===== src/design/pa_pkg.sv =====
package pa_pkg;

	////////////////////////////////////////
	// widths and depths
	////////////////////////////////////////

	// register and operand width
	localparam int DataWidth = 16;
	localparam int RegCount = 32;
	localparam int RegAddrWidth = $clog2(RegCount);
	localparam int OpcodeWidth = 7;
	// one slot and one full bundle of two slots
	localparam int SlotWidth = 30;
	localparam int BundleWidth = 2 * SlotWidth;
	// cache holds one bundle per entry
	localparam int ICacheDepth = 256;
	localparam int ICacheAddrWidth = $clog2(ICacheDepth);
	localparam int PcWidth = 16;

	////////////////////////////////////////
	// opcodes
	////////////////////////////////////////

	localparam logic [OpcodeWidth-1:0] OpNop = 7'd0;
	localparam logic [OpcodeWidth-1:0] OpAdd = 7'd1;
	localparam logic [OpcodeWidth-1:0] OpSub = 7'd2;
	localparam logic [OpcodeWidth-1:0] OpAnd = 7'd3;
	localparam logic [OpcodeWidth-1:0] OpOr = 7'd4;
	localparam logic [OpcodeWidth-1:0] OpXor = 7'd5;
	localparam logic [OpcodeWidth-1:0] OpShl = 7'd6;
	// logical shift, zero fill from the top
	localparam logic [OpcodeWidth-1:0] OpShr = 7'd7;
	localparam logic [OpcodeWidth-1:0] OpMov = 7'd8;

	////////////////////////////////////////
	// stage records
	////////////////////////////////////////

	typedef logic [DataWidth-1:0] data_t;
	typedef logic [RegAddrWidth-1:0] regAddr_t;
	typedef logic [PcWidth-1:0] pc_t;

	// immFormat set means register-immediate
	typedef struct packed {
		logic valid;
		logic immFormat;
		logic [OpcodeWidth-1:0] opcode;
		regAddr_t primReg;
		data_t operand;
	} slot_t;

	// slot A occupies the upper half
	typedef struct packed {
		slot_t slotA;
		slot_t slotB;
	} bundle_t;

	typedef struct packed {
		logic enable;
		pc_t address;
		bundle_t bundle;
	} icacheWrite_t;

	typedef struct packed {
		logic valid;
		logic [OpcodeWidth-1:0] opcode;
		regAddr_t destReg;
		regAddr_t srcReg;
		data_t immediate;
		logic useImm;
		logic readsDest;
	} decoded_t;

	typedef struct packed {
		logic valid;
		logic [OpcodeWidth-1:0] opcode;
		regAddr_t destReg;
		data_t primary;
		data_t secondary;
	} operands_t;

	typedef struct packed {
		logic valid;
		regAddr_t addr;
		data_t data;
		logic overflow;
	} writeback_t;

endpackage


===== src/design/BundleParser.sv =====
`timescale 1ns/10ps

module BundleParser (
	input logic clock_i,
	input logic reset_i,
	input pa_pkg::bundle_t bundle_i,
	input logic fetchValid_i,
	output pa_pkg::slot_t slotA_o,
	output pa_pkg::slot_t slotB_o
);

	// split point between the two slots
	pa_pkg::slot_t rawA;
	pa_pkg::slot_t rawB;

	// upper half is slot A, lower half slot B
	assign rawA = bundle_i[pa_pkg::BundleWidth-1:pa_pkg::SlotWidth];
	assign rawB = bundle_i[pa_pkg::SlotWidth-1:0];

	always_ff @(posedge clock_i)
	begin
		// slot fields move along unconditionally
		slotA_o <= rawA;
		slotB_o <= rawB;
		if (reset_i)
		begin
			slotA_o.valid <= 1'b0;
			slotB_o.valid <= 1'b0;
		end
		else
		begin
			// an invalid fetch kills both slots
			slotA_o.valid <= rawA.valid & fetchValid_i;
			slotB_o.valid <= rawB.valid & fetchValid_i;
		end
	end

endmodule


===== config.mk =====
export PLATFORM = sky130hd
export DESIGN_NAME = BundleParser
export DESIGN_NICKNAME = d
export VERILOG_FILES = /design/src/design/pa_pkg.sv /design/src/design/BundleParser.sv
export SDC_FILE = /design/constraint.sdc
export NUM_CORES = 1
export LEC_CHECK = 0
export BUFFER_PORTS_ARGS = -buffer_cell sky130_fd_sc_hd__buf_4
export CAP_MARGIN = 20
export CORE_ASPECT_RATIO = 0.6
export CORE_MARGIN = 10
export CORE_UTILIZATION = 36
export DETAILED_ROUTE_END_ITERATION = 6
export PLACE_DENSITY = 0.81
export SKIP_CTS_REPAIR_TIMING = 1
export SYNTH_ARGS = -nofsm -noshare
export SYNTH_HDL_FRONTEND = slang
export SYNTH_SLANG_ARGS = --single-unit

===== constraint.sdc =====
create_clock -name clock_i -period 0.8 [get_ports clock_i]
set_input_delay 0.04 -clock clock_i [delete_from_list [all_inputs] [get_ports clock_i]]
set_output_delay 0.04 -clock clock_i [all_outputs]
set_load 0.005 [all_outputs]

==> results.md, run 1 <==
- Top_reg_cell synth: dfxtp_1
- Max clock buf depth: 2
- Sequential share of the synthesized area: 98.6%
- Ys Warns: 0
- DP HPWL: 3430 µm
- Top cells by count, synth: 60 x dfxtp_1, 2 x and3b_1
- PortBufs: 122
- Post-synth top area cell: dfxtp_1
- Err: [ERROR DPL-0038] Utilization greater than 100%, impossible to legalize
- Post-synth EDFFs: 0
- Mapped Nets: 125
- Largest cells by area after synthesis: dfxtp_1 99%, and3b_1 1.4%
- Clk root buf: clkbuf_8
- Most common cell in the netlist: dfxtp_1
- FFs w/ async S/R, synth: 0%
- Sink Count: 60
- Chip width: 95.1 µm
- Mapped cell area: 0.00122 mm²
- Area fraction of the dominant cell type after synthesis: 98.6%
- Num CTS Buffers: 9
- # H-tree levels: 3
- Avg Inst Size Synth: 19.7 µm²
- Synth cell types: 2
- Number of cell rows: 16
- Starting density of the core: 37.3%
- Area after DPL: 0.00219 mm²
- Syn Inst Count: 62
- Largest net degree at the start of global routing: 10
- Worst endpoint after global-route timing repair: slotA_o[16]
- Gpl congestion: 0.741
- Status: aborted with a tool error
- Die height: 65.1 µm
- # IOs: 123
- Failed at: 5_1_grt
- Yosys reg bits: 60
- Worst EP Category: top-level output
## logic make-up after synthesis
kind of cell and share of synthesized area [%]:
and+or+nand+nor 1.44, DFF 98.6
## metrics by stage
stage,hold slack [ns],worst slack (ns),TNS [ns],instances,util (%)
after floorplan,0.0677,0.462,0,62,-
after global placement,0.145,0.355,0,229,67.1
after detailed placement,0.146,0.338,0,229,67.1
after CTS,-0.207,-0.0432,-0.512,244,73.4
==> inputs of run 2 (changes only) <==
--- a/config.mk
+++ b/config.mk
@@ -7,11 +7,10 @@
 export LEC_CHECK = 0
 export BUFFER_PORTS_ARGS = -buffer_cell sky130_fd_sc_hd__buf_4
 export CAP_MARGIN = 20
-export CORE_ASPECT_RATIO = 0.6
-export CORE_MARGIN = 10
-export CORE_UTILIZATION = 36
+export CORE_AREA = 10 10 71 73
 export DETAILED_ROUTE_END_ITERATION = 6
-export PLACE_DENSITY = 0.81
+export DIE_AREA = 0 0 81 83
+export PLACE_DENSITY_LB_ADDON = 0.15
 export SKIP_CTS_REPAIR_TIMING = 1
 export SYNTH_ARGS = -nofsm -noshare
 export SYNTH_HDL_FRONTEND = slang
==> results.md, run 2 <==
- Status: finished with violations
- Violated checks: negative setup slack
- Commonest non-fill, non-tap cell in the layout: buf_4
- Chip width: 81 µm
- Layout area overhead: 166%
- Core area: 0.00363 mm²
- Largest net degree at the start of global routing: 10
- Fmax: 1240 MHz
- DIE AREA: 0.00672 mm²
- Fin crit period: 0.805 ns
- Avg Inst Size Synth: 19.7 µm²
- Vias in the first global route: 1,091
- Top layer in use: met4
- CP required: 0.76 ns
- PortBufs: 122
- Drt first-iter violations: 65
- DR WL met2: 3240 µm
- Critical path fanouts, max: 1
- Worst-path cell chain: buf_6
- Layout cell share with drive strength beyond 1: 68.6%
- Critical hold path startpoint: bundle_i[52]
- Area fraction of the dominant cell type after synthesis: 98.6%
- Final Cycle Share: 101%
- Crit. End Element: primary output
- Top_reg_cell synth: dfxtp_1
- Crit path buffers/inverters: 1
- Drt first pass iters: 4
- Routed length per instance: 19.2 µm
- RSZ-0062 raised after global routing: yes
- Largest cells by area after synthesis: dfxtp_1 99%, and3b_1 1.4%
- Metal3 WL: 641 µm
- Residual DRC count: 0
- First-pass GRT wire length: 5550 µm
- Max_slew headroom: 93.4%
- Post-synth EDFFs: 0
- Startpoint class of the critical path: flip-flop
- Critical path class: reg -> out
- Final Hold Viols: 0
- Most common cell in the netlist: dfxtp_1
- CP arrival: 0.77 ns
- TritonCTS clock tree: done
- Num CTS Buffers: 9
- Largest stage delay on the critical path: 0.34 ns
- Max cap viols: 0
- Sequential share of the synthesized area: 98.6%
- Post-synth top area cell: dfxtp_1
- Final Slew Violations: 0
- Mapped cell area: 0.00122 mm²
- Worst hold-check path type: in -> reg
- Fin Setup TNS: -0.0113 ns
- LEAKAGE: 1.52 nW
- CP max-delay cell: dfxtp_1
- # H-tree levels: 3
- Filler cell count: 156
- Ys Warns: 0
- Sink Count: 60
- FFs w/ async S/R, synth: 0%
- WL final: 5970 µm
- Top cells by count, synth: 60 x dfxtp_1, 2 x and3b_1
- Setup crit start: slotB_o[1]
- Syn Inst Count: 62
- Die height: 83 µm
- Max IR drop VDD: 0.00177 V
- Area after DPL: 0.00219 mm²
- Initial antenna violation count: 1
- GRT overflow: 0
- Worst-Margin Slew: 0.0988 ns
- Power Dens Cells: 1990 mW/mm²
- DR vias: 1,249
- Starting density of the core: 33.5%
- # IOs: 123
- Detail Route Antenna Nets: 0
- Number of cell rows: 22
- Post-Layout Inst Area: 0.00324 mm²
- Post-DR vias/cell: 4.03
- Biggest regs: slotA_o x30, slotB_o x30
- Met1 wire length: 1980 µm
- Family with the most delay on the worst path: flip-flops
- Clk root buf: clkbuf_8
- Gpl congestion: 0.724
- Slack of the critical path: -0.00527 ns
- Overall Global Routing Usage: 11.3%
- Mapped Nets: 125
- Leading cell types in the layout, fill and taps excluded: 68 x buf_4, 62 x dlygate4sd3_1, 54 x buf_6
- Synth cell types: 2
- Max clock buf depth: 2
- Clock Pin Slew Worst Setup and Hold Paths: 0.06 ns
- Post-route core utilization: 89.3%
- Yosys reg bits: 60
- Post-layout net count: 320
- Count of final setup violators: 3
[run 2: cell counts after synthesis]
Identical to the previous run, type by type.
[run 2: cells by family after synthesis]
family        Yosys count  share of synthesized area [%]
flops                  60                           98.6
simple gates            2                           1.44
[run 2: per-layer routing]
| layer | up-vias | track usage (%) |
|---|---|---|
| met2 | 82 | 17.2 |
| met3 | 8 | 9.59 |
| li1 | 583 | - |
| met4 | 0 | 7.98 |
| met5 | - | 0 |
| met1 | 576 | 9.14 |
[run 2: final cells by class]
cell class                 count  area, µm²  area share, %
tap                           48       60.1           1.85
clock inverter                 2       10.0          0.309
multi-input combinational      2       17.5          0.540
timing repair buffer         184       1740           53.6
antenna                        1       2.50         0.0771
sequential                    60       1260           38.7
clock buffer                  13        159           4.90
[run 2: final timing paths]
path	cells past startpoint	end	slack [ns]
worst max-delay path	1	slotB_o[1]	-0.005
worst min-delay path	2	slotA_o[22]	0.36
[run 2: stage by stage]
step | cells | hold slack [ns] | setup WS (ns) | power, mW
after CTS | 247 | -0.198 | -0.0106 | 6.04
final | 310 | 0.360 | -0.00527 | 6.46
after floorplan | 62 | 0.0677 | 0.462 | 3.28
after global routing | 310 | 0.352 | -0.0399 | 6.69
after global placement | 232 | 0.145 | 0.351 | 3.75
after detailed placement | 232 | 0.146 | 0.347 | 3.77
[run 2: report_power, final]
group	switching (mW)	internal [mW]	total, mW	leakage [nW]
combinational	0.215	0.653	0.867	0.927
clock	1.07	1.27	2.34	0.0893
sequential	0.0795	3.17	3.25	0.507
(Power assumes the default switching activity.)
