## config.mk

```make
export PLATFORM = sky130hd
export DESIGN_NAME = ArithUnit
export DESIGN_NICKNAME = d
export VERILOG_FILES = /design/src/design/pa_pkg.sv /design/src/design/ArithUnit.sv
export SDC_FILE = /design/constraint.sdc
export NUM_CORES = 1
export LEC_CHECK = 0
export BUFFER_PORTS_ARGS = -buffer_cell sky130_fd_sc_hd__buf_2
export CORE_MARGIN = 1
export CORE_UTILIZATION = 27
export CTS_CLUSTER_DIAMETER = 60
export CTS_CLUSTER_SIZE = 25
export DETAILED_ROUTE_END_ITERATION = 16
export MAX_ROUTING_LAYER = met4
export SLEW_MARGIN = 0
export SYNTH_ARGS = -nofsm -noshare
export SYNTH_HDL_FRONTEND = slang
export SYNTH_SLANG_ARGS = --single-unit
```

## constraint.sdc

```tcl
create_clock -name clock_i -period 2.6 [get_ports clock_i]
set_clock_uncertainty 0.15 [all_clocks]
set_input_delay 0.13 -clock clock_i [delete_from_list [all_inputs] [get_ports clock_i]]
set_output_delay 0.13 -clock clock_i [all_outputs]
set_load 0.01 [all_outputs]
```

## src/design/pa_pkg.sv

```systemverilog
package pa_pkg;

	////////////////////////////////////////
	// widths and depths
	////////////////////////////////////////

	// register and operand width
	localparam int DataWidth = 16;
	localparam int RegCount = 32;
	localparam int RegAddrWidth = $clog2(RegCount);
	localparam int OpcodeWidth = 7;
	// one slot and one full bundle of two slots
	localparam int SlotWidth = 30;
	localparam int BundleWidth = 2 * SlotWidth;
	// cache holds one bundle per entry
	localparam int ICacheDepth = 256;
	localparam int ICacheAddrWidth = $clog2(ICacheDepth);
	localparam int PcWidth = 16;

	////////////////////////////////////////
	// opcodes
	////////////////////////////////////////

	localparam logic [OpcodeWidth-1:0] OpNop = 7'd0;
	localparam logic [OpcodeWidth-1:0] OpAdd = 7'd1;
	localparam logic [OpcodeWidth-1:0] OpSub = 7'd2;
	localparam logic [OpcodeWidth-1:0] OpAnd = 7'd3;
	localparam logic [OpcodeWidth-1:0] OpOr = 7'd4;
	localparam logic [OpcodeWidth-1:0] OpXor = 7'd5;
	localparam logic [OpcodeWidth-1:0] OpShl = 7'd6;
	// logical shift, zero fill from the top
	localparam logic [OpcodeWidth-1:0] OpShr = 7'd7;
	localparam logic [OpcodeWidth-1:0] OpMov = 7'd8;

	////////////////////////////////////////
	// stage records
	////////////////////////////////////////

	typedef logic [DataWidth-1:0] data_t;
	typedef logic [RegAddrWidth-1:0] regAddr_t;
	typedef logic [PcWidth-1:0] pc_t;

	// immFormat set means register-immediate
	typedef struct packed {
		logic valid;
		logic immFormat;
		logic [OpcodeWidth-1:0] opcode;
		regAddr_t primReg;
		data_t operand;
	} slot_t;

	// slot A occupies the upper half
	typedef struct packed {
		slot_t slotA;
		slot_t slotB;
	} bundle_t;

	typedef struct packed {
		logic enable;
		pc_t address;
		bundle_t bundle;
	} icacheWrite_t;

	typedef struct packed {
		logic valid;
		logic [OpcodeWidth-1:0] opcode;
		regAddr_t destReg;
		regAddr_t srcReg;
		data_t immediate;
		logic useImm;
		logic readsDest;
	} decoded_t;

	typedef struct packed {
		logic valid;
		logic [OpcodeWidth-1:0] opcode;
		regAddr_t destReg;
		data_t primary;
		data_t secondary;
	} operands_t;

	typedef struct packed {
		logic valid;
		regAddr_t addr;
		data_t data;
		logic overflow;
	} writeback_t;

endpackage

```

## src/design/ArithUnit.sv

```systemverilog
`timescale 1ns/10ps

module ArithUnit (
	input logic clock_i,
	input logic reset_i,
	input pa_pkg::operands_t operands_i,
	output pa_pkg::writeback_t writeback_o
);

	pa_pkg::data_t result;
	logic overflow;
	pa_pkg::data_t sum;
	pa_pkg::data_t diff;
	// shift amount only needs four bits for a 16-bit word
	logic [3:0] shiftAmt;

	assign sum = operands_i.primary + operands_i.secondary;
	assign diff = operands_i.primary - operands_i.secondary;
	assign shiftAmt = operands_i.secondary[3:0];

	////////////////////////////////////////
	// alu
	////////////////////////////////////////

	always_comb
	begin
		result = '0;
		overflow = 1'b0;
		case (operands_i.opcode)
			pa_pkg::OpAdd:
			begin
				result = sum;
				// same-sign inputs giving a sign flip
				overflow = (operands_i.primary[15] == operands_i.secondary[15]) &&
					(sum[15] != operands_i.primary[15]);
			end
			pa_pkg::OpSub:
			begin
				result = diff;
				// opposite-sign inputs where the result leaves the primary sign
				overflow = (operands_i.primary[15] != operands_i.secondary[15]) &&
					(diff[15] != operands_i.primary[15]);
			end
			pa_pkg::OpAnd: result = operands_i.primary & operands_i.secondary;
			pa_pkg::OpOr: result = operands_i.primary | operands_i.secondary;
			pa_pkg::OpXor: result = operands_i.primary ^ operands_i.secondary;
			pa_pkg::OpShl: result = operands_i.primary << shiftAmt;
			pa_pkg::OpShr: result = operands_i.primary >> shiftAmt;
			pa_pkg::OpMov: result = operands_i.secondary;
			default: result = '0;
		endcase
	end

	// result register doubles as the writeback port
	always_ff @(posedge clock_i)
	begin
		writeback_o.addr <= operands_i.destReg;
		writeback_o.data <= result;
		writeback_o.overflow <= overflow;
		if (reset_i)
			writeback_o.valid <= 1'b0;
		else
			writeback_o.valid <= operands_i.valid;
	end

	// a result on the port came from a known opcode the cycle before
	assert property (@(posedge clock_i) disable iff (reset_i)
		writeback_o.valid |-> ($past(operands_i.opcode) inside {[pa_pkg::OpAdd:pa_pkg::OpMov]}));

endmodule

```

# After elaboration in Yosys (flattened, before gate mapping)
# Index checks and enable logic that the tools add are counted.
[totals] regBits=23 input_bits=47 elab_cells=27
[classes] muxes=2 eq_ne=12 shift=2 n_reduce_logical=2 addsub=2 bitwise=3
[op_table] cell="$pmux 16 s8" count=1
[op_table] cell="$eq 7x3->1 const B" count=4
[op_table] cell="$add 16x16->16" count=1
[op_table] cell="$and 16x16->16" count=1
[op_table] cell="$or 16x16->16" count=1
[op_table] cell="$shl 16x4->16" count=1
[op_table] cell="$shr 16x4->16" count=1
[op_table] cell="$sub 16x16->16" count=1
[op_table] cell="$xor 16x16->16" count=1
[op_table] cell="$eq 7x2->1 const B" count=2
[op_table] cell="$eq 7x1->1 const B" count=1
[op_table] cell="$eq 7x4->1 const B" count=1
[op_table] cell="$ne 1x1->1" count=3
[op_table] cell="$logic_and 1x1->1" count=2
[op_table] cell="$pmux 1 s2" count=1
[op_table] cell="$eq 1x1->1" count=1

# Depth between registers and ports, before layout
[logic_depth] ltp_word=4 ltp_mapped=12 ltp_nobuf=11

# Worst setup path after synthesis
# No wires, ideal clock.
[synth_path] path_type="in2reg" from="input operands_i[2] in the netlist's numbering" to="register writeback_o[16] in the netlist's numbering" n_path_buf=3 path_slack_ns=-0.146 cell_stages=12 t_arrival_ns=2.467 path_cell_list="clkbuf_1 -> inv_1 -> clkbuf_1 -> ha_1 -> clkbuf_1 -> nor2_1 -> o31ai_1 -> a41oi_1 -> o31ai_1 -> o21ai_0 -> mux2_2 -> nand3_1"
[synth_via] elab_chain_len=2
[synth_lines] element="start: declaration" line="ArithUnit.sv:6" source="input pa_pkg::operands_t operands_i,"
[synth_lines] element="$sub 16x16->16, or another cell as far along" line="ArithUnit.sv:18" source="assign diff = operands_i.primary - operands_i.secondary;"
[synth_lines] element="$pmux 16 s8 (*)" line="ArithUnit.sv:29" source="case (operands_i.opcode)"
[synth_lines] element="net result[15]" line="ArithUnit.sv:10" source="pa_pkg::data_t result;"
[synth_lines] element="end: declaration" line="ArithUnit.sv:7" source="output pa_pkg::writeback_t writeback_o"
# The timed path passes the listed nets; every way through them passes the cells marked *.
# A chain may end at the register's enable or synchronous reset.

# Worst setup path in the final report
[layout_path] from="input operands_i[16] in the netlist's numbering" to="register writeback_o[11] in the netlist's numbering"
# Same word-level chain as after synthesis.

==> metrics <==
post-route DRC violation count=0; Worst EP required=between 2 and 3 ns; Gate power share=0.549; Reg power frac=0.227; vias in the first global route=4767; synthesized area=4290 sq um; I/O Buffers=just under 70; status=finished clean; Hold Path End=writeback_o[0]; Final GP Congestion=about 0.97; Setup violations, final=0; vias per inst=5.52; met1 Usage GRT=0.305; ys async rst share=0; GRT Total Usage=0.220; Unique masters post-synth=65; Slew HR=0.624; H-tree depth reported by CTS=1; Initial Utilization=0.279; largest area contributor in the netlist=ha_1; GRT busiest layer=met2; max reg flops=23; WP data arrival=2.50 ns; CTS tree=done; Regs by FF count=writeback_o x23; Inserted Clock Buffers=3; WL per Instance=roughly 19 microns; RSZ-0062 raised after global routing=false; number of synthesized flops with an enable pin=0; sequential cell area=approximately 460 sq um; critical path startpoint category=primary input; ys flop type=dfxtp_1; critical path peak fanout=4; Final Total Pwr=about 0.0017 W; Biggest register=writeback_o; Final #Nets=about 800; dpl hpwl=14100 microns; Net Sw Frac=0.419; final worst path period share=0.946; most frequent cells after synthesis=77 x nor2_1, 54 x a21oi_1, 50 x ha_1; Die H=between 100 and 150 microns; first-pass GRT wire length=between 20000 and 30000 microns; worst min path class=in -> reg; area grow syn2layout=26.7%; die area=16400 sq um; sequential-to-total area share from yosys stat=0.107; Vias=between 5000 and 6000; WHS Path Cells=3; Pint=between 0.0009 and 0.001 W; Power Density=a little over 300 nW/um^2; clock-pin slew on the worst setup and hold paths=0.07 ns; Total Wirelength=17500 microns; Critical Setup Path Class=in -> reg; hold path startpoint=operands_i[31]; Synth Register Bits=23; initial DRC count=approximately 590; synthesized instance count=roughly 600; share of cells above drive strength 1=0.242; CP endpoint kind=flop; Clock power frac=0.224; largest net degree at the start of global routing=44; initial antenna violation count=0; hold_ws=about 0.14 ns; root buffer selected by CTS=clkbuf_16; DIE WIDTH=around 130 microns; Slew Limit Fails=0; row count=45; Num Clock Sinks=23; top cells by area, synth=ha_1 15%, dfxtp_1 11%, nor2_1 6.7%; final hold vios=0; Max IR drop VDD=approximately 230 uV; area of the core=15400 sq um; Top-Level Pins=70; Slew @ Worst Pin=between 0.5 and 0.6 ns; static leakage=between 2 and 2.5 nW; Yosys warnings=0; grt total ovfl=0; footprint of the multi-input gates=3520 sq um; setup bufs post-CTS=0; clk buf depth=2; met3 global-route usage=0.0367; P_sw=~0.00070 W; Ant. Diodes=0; share of the synthesized area in the top cell type=0.146; synthesized area per cell=7.18 sq um; post-synth net total=between 600 and 700; met2 usage=0.313; max-cap violation count=0; Final min period=roughly 2.5 ns; most numerous cell in the Yosys netlist=nor2_1; # fillers=between 1500 and 2000; drt pass-1 iters=5; antenna-violating nets left=0; Highest Clock Rate=a little over 400 MHz
-- worst max path at each step --
| stage | cells after the start | to | from |
|---|---|---|---|
| 2_1_floorplan | 12 | writeback_o[15] | operands_i[2] |
| 3_3_place_gp | 12 | writeback_o[15] | operands_i[16] |
| 3_5_place_dp | 12 | writeback_o[15] | operands_i[16] |
| 4_1_cts | 12 | writeback_o[15] | operands_i[16] |
| 5_1_grt | 12 | writeback_o[11] | operands_i[16] |
| 6_report | 12 | writeback_o[11] | operands_i[16] |
-- power by group through the flow --
stage | registers, W | logic [W] | clock network, W
floorplan | 0.000396 | 0.000515 | 0
finish | 0.000377 | 0.000912 | 0.000371
detailed placement | 0.000386 | 0.000877 | 0
CTS | 0.000377 | 0.000890 | 0.000389
global route | 0.000379 | 0.000991 | 0.000407
global placement | 0.000386 | 0.000875 | 0
-- worst max-delay path, stage by stage --
cell	delay (ns)
buf_2	0.11
inv_1	0.06
ha_1	0.20
inv_1	0.08
fa_1	0.19
nor2b_1	0.21
o221ai_1	0.19
a31oi_1	0.46
a21oi_1	0.17
o21ai_0	0.19
mux2_2	0.35
o221ai_1	0.16
-- cells by family after synthesis --
| family | synth area share |
|---|---|
| simple gates | 0.192 |
| mux | 0.126 |
| buf+inv | 0.0736 |
| compound gates | 0.317 |
| xor+xnor | 0.0286 |
| flops | 0.107 |
| fa+ha+maj | 0.155 |
-- cells in the final DEF (no fill, tap or decap), types with 7 or more instances in the layout --
cell type	count
a211oi_1	15
o221ai_1	7
nor3_1	9
o21ai_0	48
ha_1	50
o211ai_1	10
mux2i_1	27
a221oi_1	9
dlygate4sd3_1	7
xnor2_1	12
nand2_1	46
a21oi_1	54
dfxtp_1	23
mux2_2	10
buf_4	67
nor2_1	77
mux4_2	7
inv_1	45
or2_2	7
nor2b_1	8
buf_2	69
-- per-layer routing --
metal / vias up / share of wire / routed length (microns)
met1: 2337 / 0.46 / 7960
met3: 43 / 0.088 / 1540
li1: 2408 / - / -
met2: 306 / 0.41 / 7230
met5: - / 0 / 0
met4: 0 / 0.043 / 758
-- timing repair --
item / 4_1_cts / 5_1_grt
endpoints found under the hold margin: 6 / 0
endpoints found under the setup margin: 0 / 1
gates resized for setup: 0 / 1
hold buffers: 7 / 0
-- per-stage QoR --
stage | instance area (sq um) | instances | utilization | TNS, ns | setup WS, ns
5_1_grt | 5430 | 922 | 0.353 | 0 | 0.0558
4_1_cts | 5430 | 922 | 0.353 | 0 | 0.163
2_1_floorplan | 4290 | 597 | - | 0 | 0.103
3_5_place_dp | 5280 | 911 | 0.343 | -0.230 | -0.125
3_3_place_gp | 5280 | 911 | 0.343 | -0.0689 | -0.0476
6_report | 5430 | 922 | 0.353 | 0 | 0.141
-- area by class of cell --
class                           count  share of cell area
Tap cell                          211              0.0486
Clock buffer                        3              0.0138
Multi-Input combinational cell    494               0.647
Timing Repair Buffer              144               0.173
Sequential cell                    23              0.0848
Clock inverter                      1            0.000921
Inverter                           46              0.0318
(Power assumes the default switching activity.)
