==> src/design/pa_pkg.sv <==
package pa_pkg;

	////////////////////////////////////////
	// widths and depths
	////////////////////////////////////////

	// register and operand width
	localparam int DataWidth = 16;
	localparam int RegCount = 32;
	localparam int RegAddrWidth = $clog2(RegCount);
	localparam int OpcodeWidth = 7;
	// one slot and one full bundle of two slots
	localparam int SlotWidth = 30;
	localparam int BundleWidth = 2 * SlotWidth;
	// cache holds one bundle per entry
	localparam int ICacheDepth = 256;
	localparam int ICacheAddrWidth = $clog2(ICacheDepth);
	localparam int PcWidth = 16;

	////////////////////////////////////////
	// opcodes
	////////////////////////////////////////

	localparam logic [OpcodeWidth-1:0] OpNop = 7'd0;
	localparam logic [OpcodeWidth-1:0] OpAdd = 7'd1;
	localparam logic [OpcodeWidth-1:0] OpSub = 7'd2;
	localparam logic [OpcodeWidth-1:0] OpAnd = 7'd3;
	localparam logic [OpcodeWidth-1:0] OpOr = 7'd4;
	localparam logic [OpcodeWidth-1:0] OpXor = 7'd5;
	localparam logic [OpcodeWidth-1:0] OpShl = 7'd6;
	// logical shift, zero fill from the top
	localparam logic [OpcodeWidth-1:0] OpShr = 7'd7;
	localparam logic [OpcodeWidth-1:0] OpMov = 7'd8;

	////////////////////////////////////////
	// stage records
	////////////////////////////////////////

	typedef logic [DataWidth-1:0] data_t;
	typedef logic [RegAddrWidth-1:0] regAddr_t;
	typedef logic [PcWidth-1:0] pc_t;

	// immFormat set means register-immediate
	typedef struct packed {
		logic valid;
		logic immFormat;
		logic [OpcodeWidth-1:0] opcode;
		regAddr_t primReg;
		data_t operand;
	} slot_t;

	// slot A occupies the upper half
	typedef struct packed {
		slot_t slotA;
		slot_t slotB;
	} bundle_t;

	typedef struct packed {
		logic enable;
		pc_t address;
		bundle_t bundle;
	} icacheWrite_t;

	typedef struct packed {
		logic valid;
		logic [OpcodeWidth-1:0] opcode;
		regAddr_t destReg;
		regAddr_t srcReg;
		data_t immediate;
		logic useImm;
		logic readsDest;
	} decoded_t;

	typedef struct packed {
		logic valid;
		logic [OpcodeWidth-1:0] opcode;
		regAddr_t destReg;
		data_t primary;
		data_t secondary;
	} operands_t;

	typedef struct packed {
		logic valid;
		regAddr_t addr;
		data_t data;
		logic overflow;
	} writeback_t;

endpackage

==> src/design/SlotDecoder.sv <==
`timescale 1ns/10ps

module SlotDecoder (
	input logic clock_i,
	input logic reset_i,
	input pa_pkg::slot_t slot_i,
	output pa_pkg::decoded_t decoded_o
);

	// opcode is a real operation, nop and unknown codes drop out
	logic opKnown;
	pa_pkg::decoded_t decodeNext;

	assign opKnown = (slot_i.opcode != pa_pkg::OpNop) && (slot_i.opcode <= pa_pkg::OpMov);

	////////////////////////////////////////
	// classify the slot
	////////////////////////////////////////

	always_comb
	begin
		decodeNext.valid = slot_i.valid & opKnown;
		decodeNext.opcode = slot_i.opcode;
		// primary register is both the first source and the target
		decodeNext.destReg = slot_i.primReg;
		// second register sits in the low bits of the operand field
		decodeNext.srcReg = slot_i.operand[pa_pkg::RegAddrWidth-1:0];
		decodeNext.immediate = slot_i.operand;
		decodeNext.useImm = slot_i.immFormat;
		// mov overwrites the target without reading it
		decodeNext.readsDest = (slot_i.opcode != pa_pkg::OpMov);
	end

	always_ff @(posedge clock_i)
	begin
		decoded_o <= decodeNext;
		if (reset_i)
		begin
			decoded_o.valid <= 1'b0;
		end
	end

	// nothing outside add through mov travels on as valid
	assert property (@(posedge clock_i) disable iff (reset_i)
		decoded_o.valid |->
			(decoded_o.opcode inside {[pa_pkg::OpAdd:pa_pkg::OpMov]}));

endmodule

==> config.mk <==
export PLATFORM = sky130hd
export DESIGN_NAME = SlotDecoder
export DESIGN_NICKNAME = d
export VERILOG_FILES = /design/src/design/pa_pkg.sv /design/src/design/SlotDecoder.sv
export SDC_FILE = /design/constraint.sdc
export NUM_CORES = 1
export LEC_CHECK = 0
export BUFFER_PORTS_ARGS = -buffer_cell sky130_fd_sc_hd__buf_2
export CORE_MARGIN = 3
export CORE_UTILIZATION = 30
export CTS_CLUSTER_SIZE = 40
export DETAILED_ROUTE_END_ITERATION = 10
export GPL_TIMING_DRIVEN = 1
export PLACE_DENSITY = 0.71
export SKIP_CTS_REPAIR_TIMING = 1
export SLEW_MARGIN = 25
export SYNTH_ARGS = -nofsm -noshare
export SYNTH_HDL_FRONTEND = slang
export SYNTH_SLANG_ARGS = --single-unit
==> constraint.sdc <==
create_clock -name clock_i -period 0.8 [get_ports clock_i]
set_input_delay 0.04 -clock clock_i [delete_from_list [all_inputs] [get_ports clock_i]]
set_output_delay 0.04 -clock clock_i [all_outputs]
set_load 0.05 [all_outputs]
## Word level (Yosys, flattened, before mapping)

Index checks and enable logic that the tools add are counted.

- Memories kept: 0
- RAM bits: 0
- Bits in latches: 0
- ROM bits: 0
- Flip-flop bits (word level): 36
- Logic and storage cells: 12

- Magnitude comparators: 1
- Bitwise gates (word level): 1
- Equal/unequal tests: 1
- Reduce and logical (&&, ||, !) cells: 2
- Divide/modulo/power cells: 0
- $mul: 0
- Mux-type cells: 0
- Shift-type cells: 0
- Add/sub/neg operators: 0

Operators with widths:

| kind | number |
|---|---|
| $le 7x4->1 const B | 1 |
| $ne 7x4->1 const B | 1 |
| $reduce_bool 7->1 | 1 |
| $and 1x1->1 | 1 |
| $logic_and 1x1->1 | 1 |

## Logic depth before layout (Yosys ltp)

Gate-level depths: netlist of the first run.

- Word-level depth: 3
- Depth in mapped cells: 2
- Gate-level depth less buffers: 2

## Worst setup path before layout of the first run

No wires, ideal clock.

- Kind: reg-to-output
- From: register, netlist name decoded_o[2]
- To: output decoded_o[18] (netlist bit)
- Required time: 0.760 ns
- Setup slack: -0.134 ns
- Data arrival time: 0.894 ns
- Stages on the path, launching flop included: 2
- Path through: dfxtp_1 buf_4

RTL lines:

| item | RTL line | source |
|---|---|---|
| end: declaration | SlotDecoder.sv:7 | `output pa_pkg::decoded_t decoded_o` |

## Worst setup path in the final report of the first run

- From: input slot_i[27] (netlist bit)
- To: register decoded_o[35] (netlist bit)

- Longest elaborated chain between the ends: 3

RTL lines:

| item | RTL line | source |
|---|---|---|
| start: declaration | SlotDecoder.sv:6 | `input pa_pkg::slot_t slot_i,` |
| $le 7x4->1 or $reduce_bool 7->1 (tied branches) | SlotDecoder.sv:14 | `assign opKnown = (slot_i.opcode != pa_pkg::OpNop) && (slot_i.opcode <= pa_pkg::OpMov);` |
| $logic_and 1x1->1 * | SlotDecoder.sv:14 |  |
| $and 1x1->1 * | SlotDecoder.sv:22 | `decodeNext.valid = slot_i.valid & opKnown;` |
| end signal: assignment | SlotDecoder.sv:36 | `decoded_o <= decodeNext;` |

Every way passes the cells marked *; elsewhere a longest branch is shown, timed or not.
A chain may end at the register's enable or synchronous reset.

==> results of run 1 <==
layer usage:
layer  up-vias  GRT usage [%]  wire length [um]
li1        336              -                 -
met4         0           9.96                27
met3         4           10.6               360
met2        50           18.7              1330
met1       311           8.40               853
met5         -              0                 0
path summary, 6_finish.rpt:
path	start	endpoint	slack [ns]	cells past startpoint
worst max-delay path	slot_i[27]	decoded_o[35]$_SDFF_PP0_	-0.17	4
worst min-delay path	slot_i[25]	decoded_o[32]$_DFF_P_	-0.17	1
kinds of logic after synthesis:
kind of cell | after synthesis | share of synthesized area (%)
AND/OR/NAND/NOR | 6 | 5.34
flip-flops | 31 | 88.3
buffers and inverters | 5 | 5.34
AO/OA/AOI/OAI | 1 | 1.07
layout make-up:
| class | instances | area share [%] |
|---|---|---|
| multi-input combinational | 7 | 2.58 |
| sequential | 31 | 37.8 |
| clock buffer | 7 | 3.73 |
| timing repair buffer | 98 | 53.5 |
| tap | 27 | 1.94 |
| clock inverter | 1 | 0.431 |
layout by cell type, fill, tap and decap left out:
cell           synthesis  final
buf_6                  0      9
nor3_1                 2      2
buf_2                  0     31
or4_1                  1      1
clkbuf_8               0      2
nor2b_1                1      1
clkbuf_4               0      5
and4_1                 1      1
buf_8                  0     23
o31ai_1                1      1
buf_4                  5      8
dfxtp_2                0     31
dlygate4sd3_1          0     27
clkinvlp_4             0      1
nand3_1                1      1
power groups by stage:
stage	combinational, mW	clock [mW]	sequential [mW]
finish	0.782	1.02	1.69
detailed placement	0.524	0	1.68
global placement	0.517	0	1.68
CTS	0.524	1.05	1.64
floorplan	0.0738	0	1.96
global route	0.814	1.12	1.70
stage by stage:
step	hold WS, ns	cells
floorplan	0.0677	43
global placement	0.142	136
detailed placement	0.144	136
CTS	-0.209	144
global route	-0.189	171
finish	-0.165	171
==> impl_metrics.toml, run 1 <==
[floorplanning]
die_height_um = 54.4
num_rows = 16
io_pins = 68
die_area_um2 = 2960
fp.dieW_um = 54.4
core_region_area_um2 = 2080
start_util_pct = 33.8

[cells_and_area]
fillers = 102
final_nets = 175
multi_input_area_um2 = 45.0
reg_top3 = "decoded_o: 31 flops"
seqCellArea_um2 = 659
antenna_cells = 0
final_area_um2 = 1740
postLayoutCoreUtil_pct = 83.7
drive_gt1_share_pct = 76.4
largest-register = "decoded_o"
largest_register_ffs = 31
syn_to_final_growth_pct = 148

[global_routing]
grt_pass1_wl_um = 2190
grt_overflow = 0
grt_use_total_pct = 11.8
antenna_found_initial = 0
grt_max_degree = 11
grt_pass1_vias = 562

[place]
dp_hpwl_um = 1310
post-place-ws_ns = -0.156
io_buffers = 67
placed_area_um2 = 1070
place_congestion = 0.645

[timing]
max_freq_mhz = 1030
hold_slack_ns = -0.165
slew_violations = 0
setup_viol = 38
min_period_ns = 0.967
slew-limit-headroom_pct = 79.0
fin_tns_setup_ns = -2.07
setup_ws_ns = -0.167
hold_viol = 2
rsz0062_at_grt = "yes"
fin_crit_sh_pct = 121
worstMarginPinSlew_ns = 0.312

[worst_setup_path]
start_kind = "primary input"
arrival_ns = 1.22
max_stage_delay_ns = 0.57
critPathBufInv = 2
path_class = "primary input to register"
crit_path_max_fanout = 2
cp_cell_sequence = "buf_2 > dlygate4sd3_1 > nor3_1 > and4_1"
cp-end-kind = "register"
cp.required_ns = 1.06
crit_family = "buffers and inverters"
worst_path_max_delay_cell = "dlygate4sd3_1"

[synth]
synth_top_area_share_pct = 88.3
synthTopCellsByArea = "dfxtp_1 (88%), buf_4 (5.3%), nor3_1 (1.4%), and4_1 (1.2%), o31ai_1 (1.1%)"
synth_edf_count = 0
synth_nets = 75
ys_warn_count = 0
ys_ff_latch = 31
synth.avg_cell_area_um2 = 16.4
ys_types = 8
synthesis.area_um2 = 703
ys_async_sr_fraction_pct = 0
synth_flop_cell = "dfxtp_1"
ys_top_cells_by_count = "dfxtp_1 (31), buf_4 (5), nor3_1 (2)"
synth_seq_area_share_pct = 88.3
synth_area_leader_cell = "dfxtp_1"
synth_most_common_cell = "dfxtp_1"
syn_inst = 43

[clock_network]
clk_path_buf_depth = 2
htree_levels = 2
cts_tree = "done"
cts_sinks = 31
numCtsBuffers = 5
path_clk_slew_ns = 0.10
cts_root_buffer = "clkbuf_4"

[routing]
drc = 0
vias = 701
wl_per_cell_um = 15.1
ant_nets = 0
routed_wl_um = 2570
dr.pass1.iters = 3
vias_per_cell = 4.10
drtIter0Drc = 5

[power]
peakVddDrop_mv = 1.76
p_seq_share_pct = 48.3
switching_share_pct = 28.1
p_sw_mw = 0.982
power.total_mw = 3.50
p_leak_nw = 0.807
pwr-share-comb_pct = 22.4
p_int_mw = 2.51
p_per_area_nw_per_um2 = 2010
p_clk_share_pct = 29.3

[min_path]
hold_path_class = "primary input to register"

[run]
drv_cap = 0

[outcome]
violations = "negative hold slack, negative setup slack"
status = "finished with violations"
Power figures use the tool's default switching activity.
==> inputs of run 2 (changes only) <==
CORE_ASPECT_RATIO = 0.8   (was default)
SETUP_SLACK_MARGIN = 0.1   (was default)
==> impl_metrics.toml, run 2 (same netlist as run 1, synthesis figures left out) <==
[worst_setup_path]
cp.required_ns = 0.76
cp-end-kind = "output port"
max_stage_delay_ns = 0.39
start_kind = "register"
critPathBufInv = 1
crit_path_max_fanout = 2
arrival_ns = 0.86
crit_family = "flip-flops"
worst_path_max_delay_cell = "dfxtp_4"
cp_cell_sequence = "buf_6"
path_class = "register to output port"

[cells_and_area]
final_cell_mix = "buf_2 (31), buf_8 (30), dlygate4sd3_1 (28), dfxtp_2 (25), buf_6 (6)"
largest_register_ffs = 31
fillers = 121
layout.cells.non_filler = 168
antenna_cells = 0
seqCellArea_um2 = 671
layout_commonest_cell = "buf_2"
multi_input_area_um2 = 45.0
drive_gt1_share_pct = 74.1
reg_top3 = "decoded_o: 31 flops"
final_area_um2 = 1770
syn_to_final_growth_pct = 152
final_nets = 175
largest-register = "decoded_o"

[routing]
drtIter0Drc = 3
vias_per_cell = 4.20
wl_per_cell_um = 16.5
ant_nets = 0
vias = 706
drc = 0
dr.pass1.iters = 2
routed_wl_um = 2770

[place]
dp_cells = 133
io_buffers = 67
placed_area_um2 = 1070
place_congestion = 0.596
dp_hpwl_um = 1270
post-place-ws_ns = -0.154

[power]
p_leak_nw = 0.814
p_per_area_nw_per_um2 = 1870
peakVddDrop_mv = 1.16

[floorplanning]
fp.dieW_um = 60.1
die_height_um = 49.3
die_area_um2 = 2960
num_rows = 15
start_util_pct = 32.0
io_pins = 68
core_region_area_um2 = 2200

[timing]
fin_crit_sh_pct = 113
rsz0062_at_grt = "yes"
worstMarginPinSlew_ns = 0.254
hold_slack_ns = -0.166
hold_viol = 2
setup_viol = 36
setup_ws_ns = -0.103
slew_violations = 0
slew-limit-headroom_pct = 82.9
fin_tns_setup_ns = -1.76
max_freq_mhz = 1110
min_period_ns = 0.903

[clock_network]
cts_sinks = 31
path_clk_slew_ns = 0.11
clk_path_buf_depth = 2
cts_root_buffer = "clkbuf_4"
htree_levels = 2
numCtsBuffers = 5
cts_tree = "done"

[global_routing]
grt_use_total_pct = 10.5
grt_pass1_vias = 505
grt_max_degree = 10
grt_pass1_wl_um = 2150
grt_overflow = 0
antenna_found_initial = 0

[run]
drv_cap = 0

[outcome]
status = "finished with violations"
violations = "negative hold slack, negative setup slack"

[min_path]
hold_path_class = "primary input to register"
## run 2: cell types whose count changed in the layout (fill, tap and decap cells not counted), sizes merged
| cell | delta |
|---|---|
| buf | -1 |
| dlygate4sd3 | +1 |
| clkinv | +2 |
| clkbuf | -2 |
| clkinvlp | -1 |
## run 2: final cells by class
class / instances / share of cell area, %
multi-input combinational: 7 / 2.55
clock buffer: 5 / 2.12
timing repair buffer: 98 / 55.2
tap: 25 / 1.77
sequential: 31 / 37.9
clock inverter: 2 / 0.495
## run 2: metrics by stage
| step | util (%) | power [mW] | hold slack, ns |
|---|---|---|---|
| global placement | 48.8 | 2.18 | 0.142 |
| CTS | 50.9 | 2.96 | -0.191 |
| floorplan | - | 2.03 | 0.0677 |
| detailed placement | 48.8 | 2.19 | 0.144 |
| finish | 80.6 | 3.31 | -0.166 |
| global route | 80.6 | 3.42 | -0.179 |
## run 2: report_power, final
part	internal (mW)	leakage [nW]	switching, mW
Sequential	1.63	0.263	0.0616
Clock	0.311	0.0285	0.499
Combinational	0.383	0.522	0.425
## run 2: layer usage
layer	global-route usage (%)	vias up	routed length (um)	part of all wire (%)
li1	-	334	-	-
met1	10.3	327	1040	38
met2	16.2	43	1380	50
met3	6.61	2	326	12
met4	6.64	0	22	0.79
met5	0	-	0	0
## run 2: path summary, 6_finish.rpt
kind	start	endpoint	slack [ns]	depth (start not counted)
worst max-delay path	decoded_o[4]$_DFF_P_	decoded_o[20]	-0.10	1
worst min-delay path	slot_i[27]	decoded_o[34]$_DFF_P_	-0.17	1
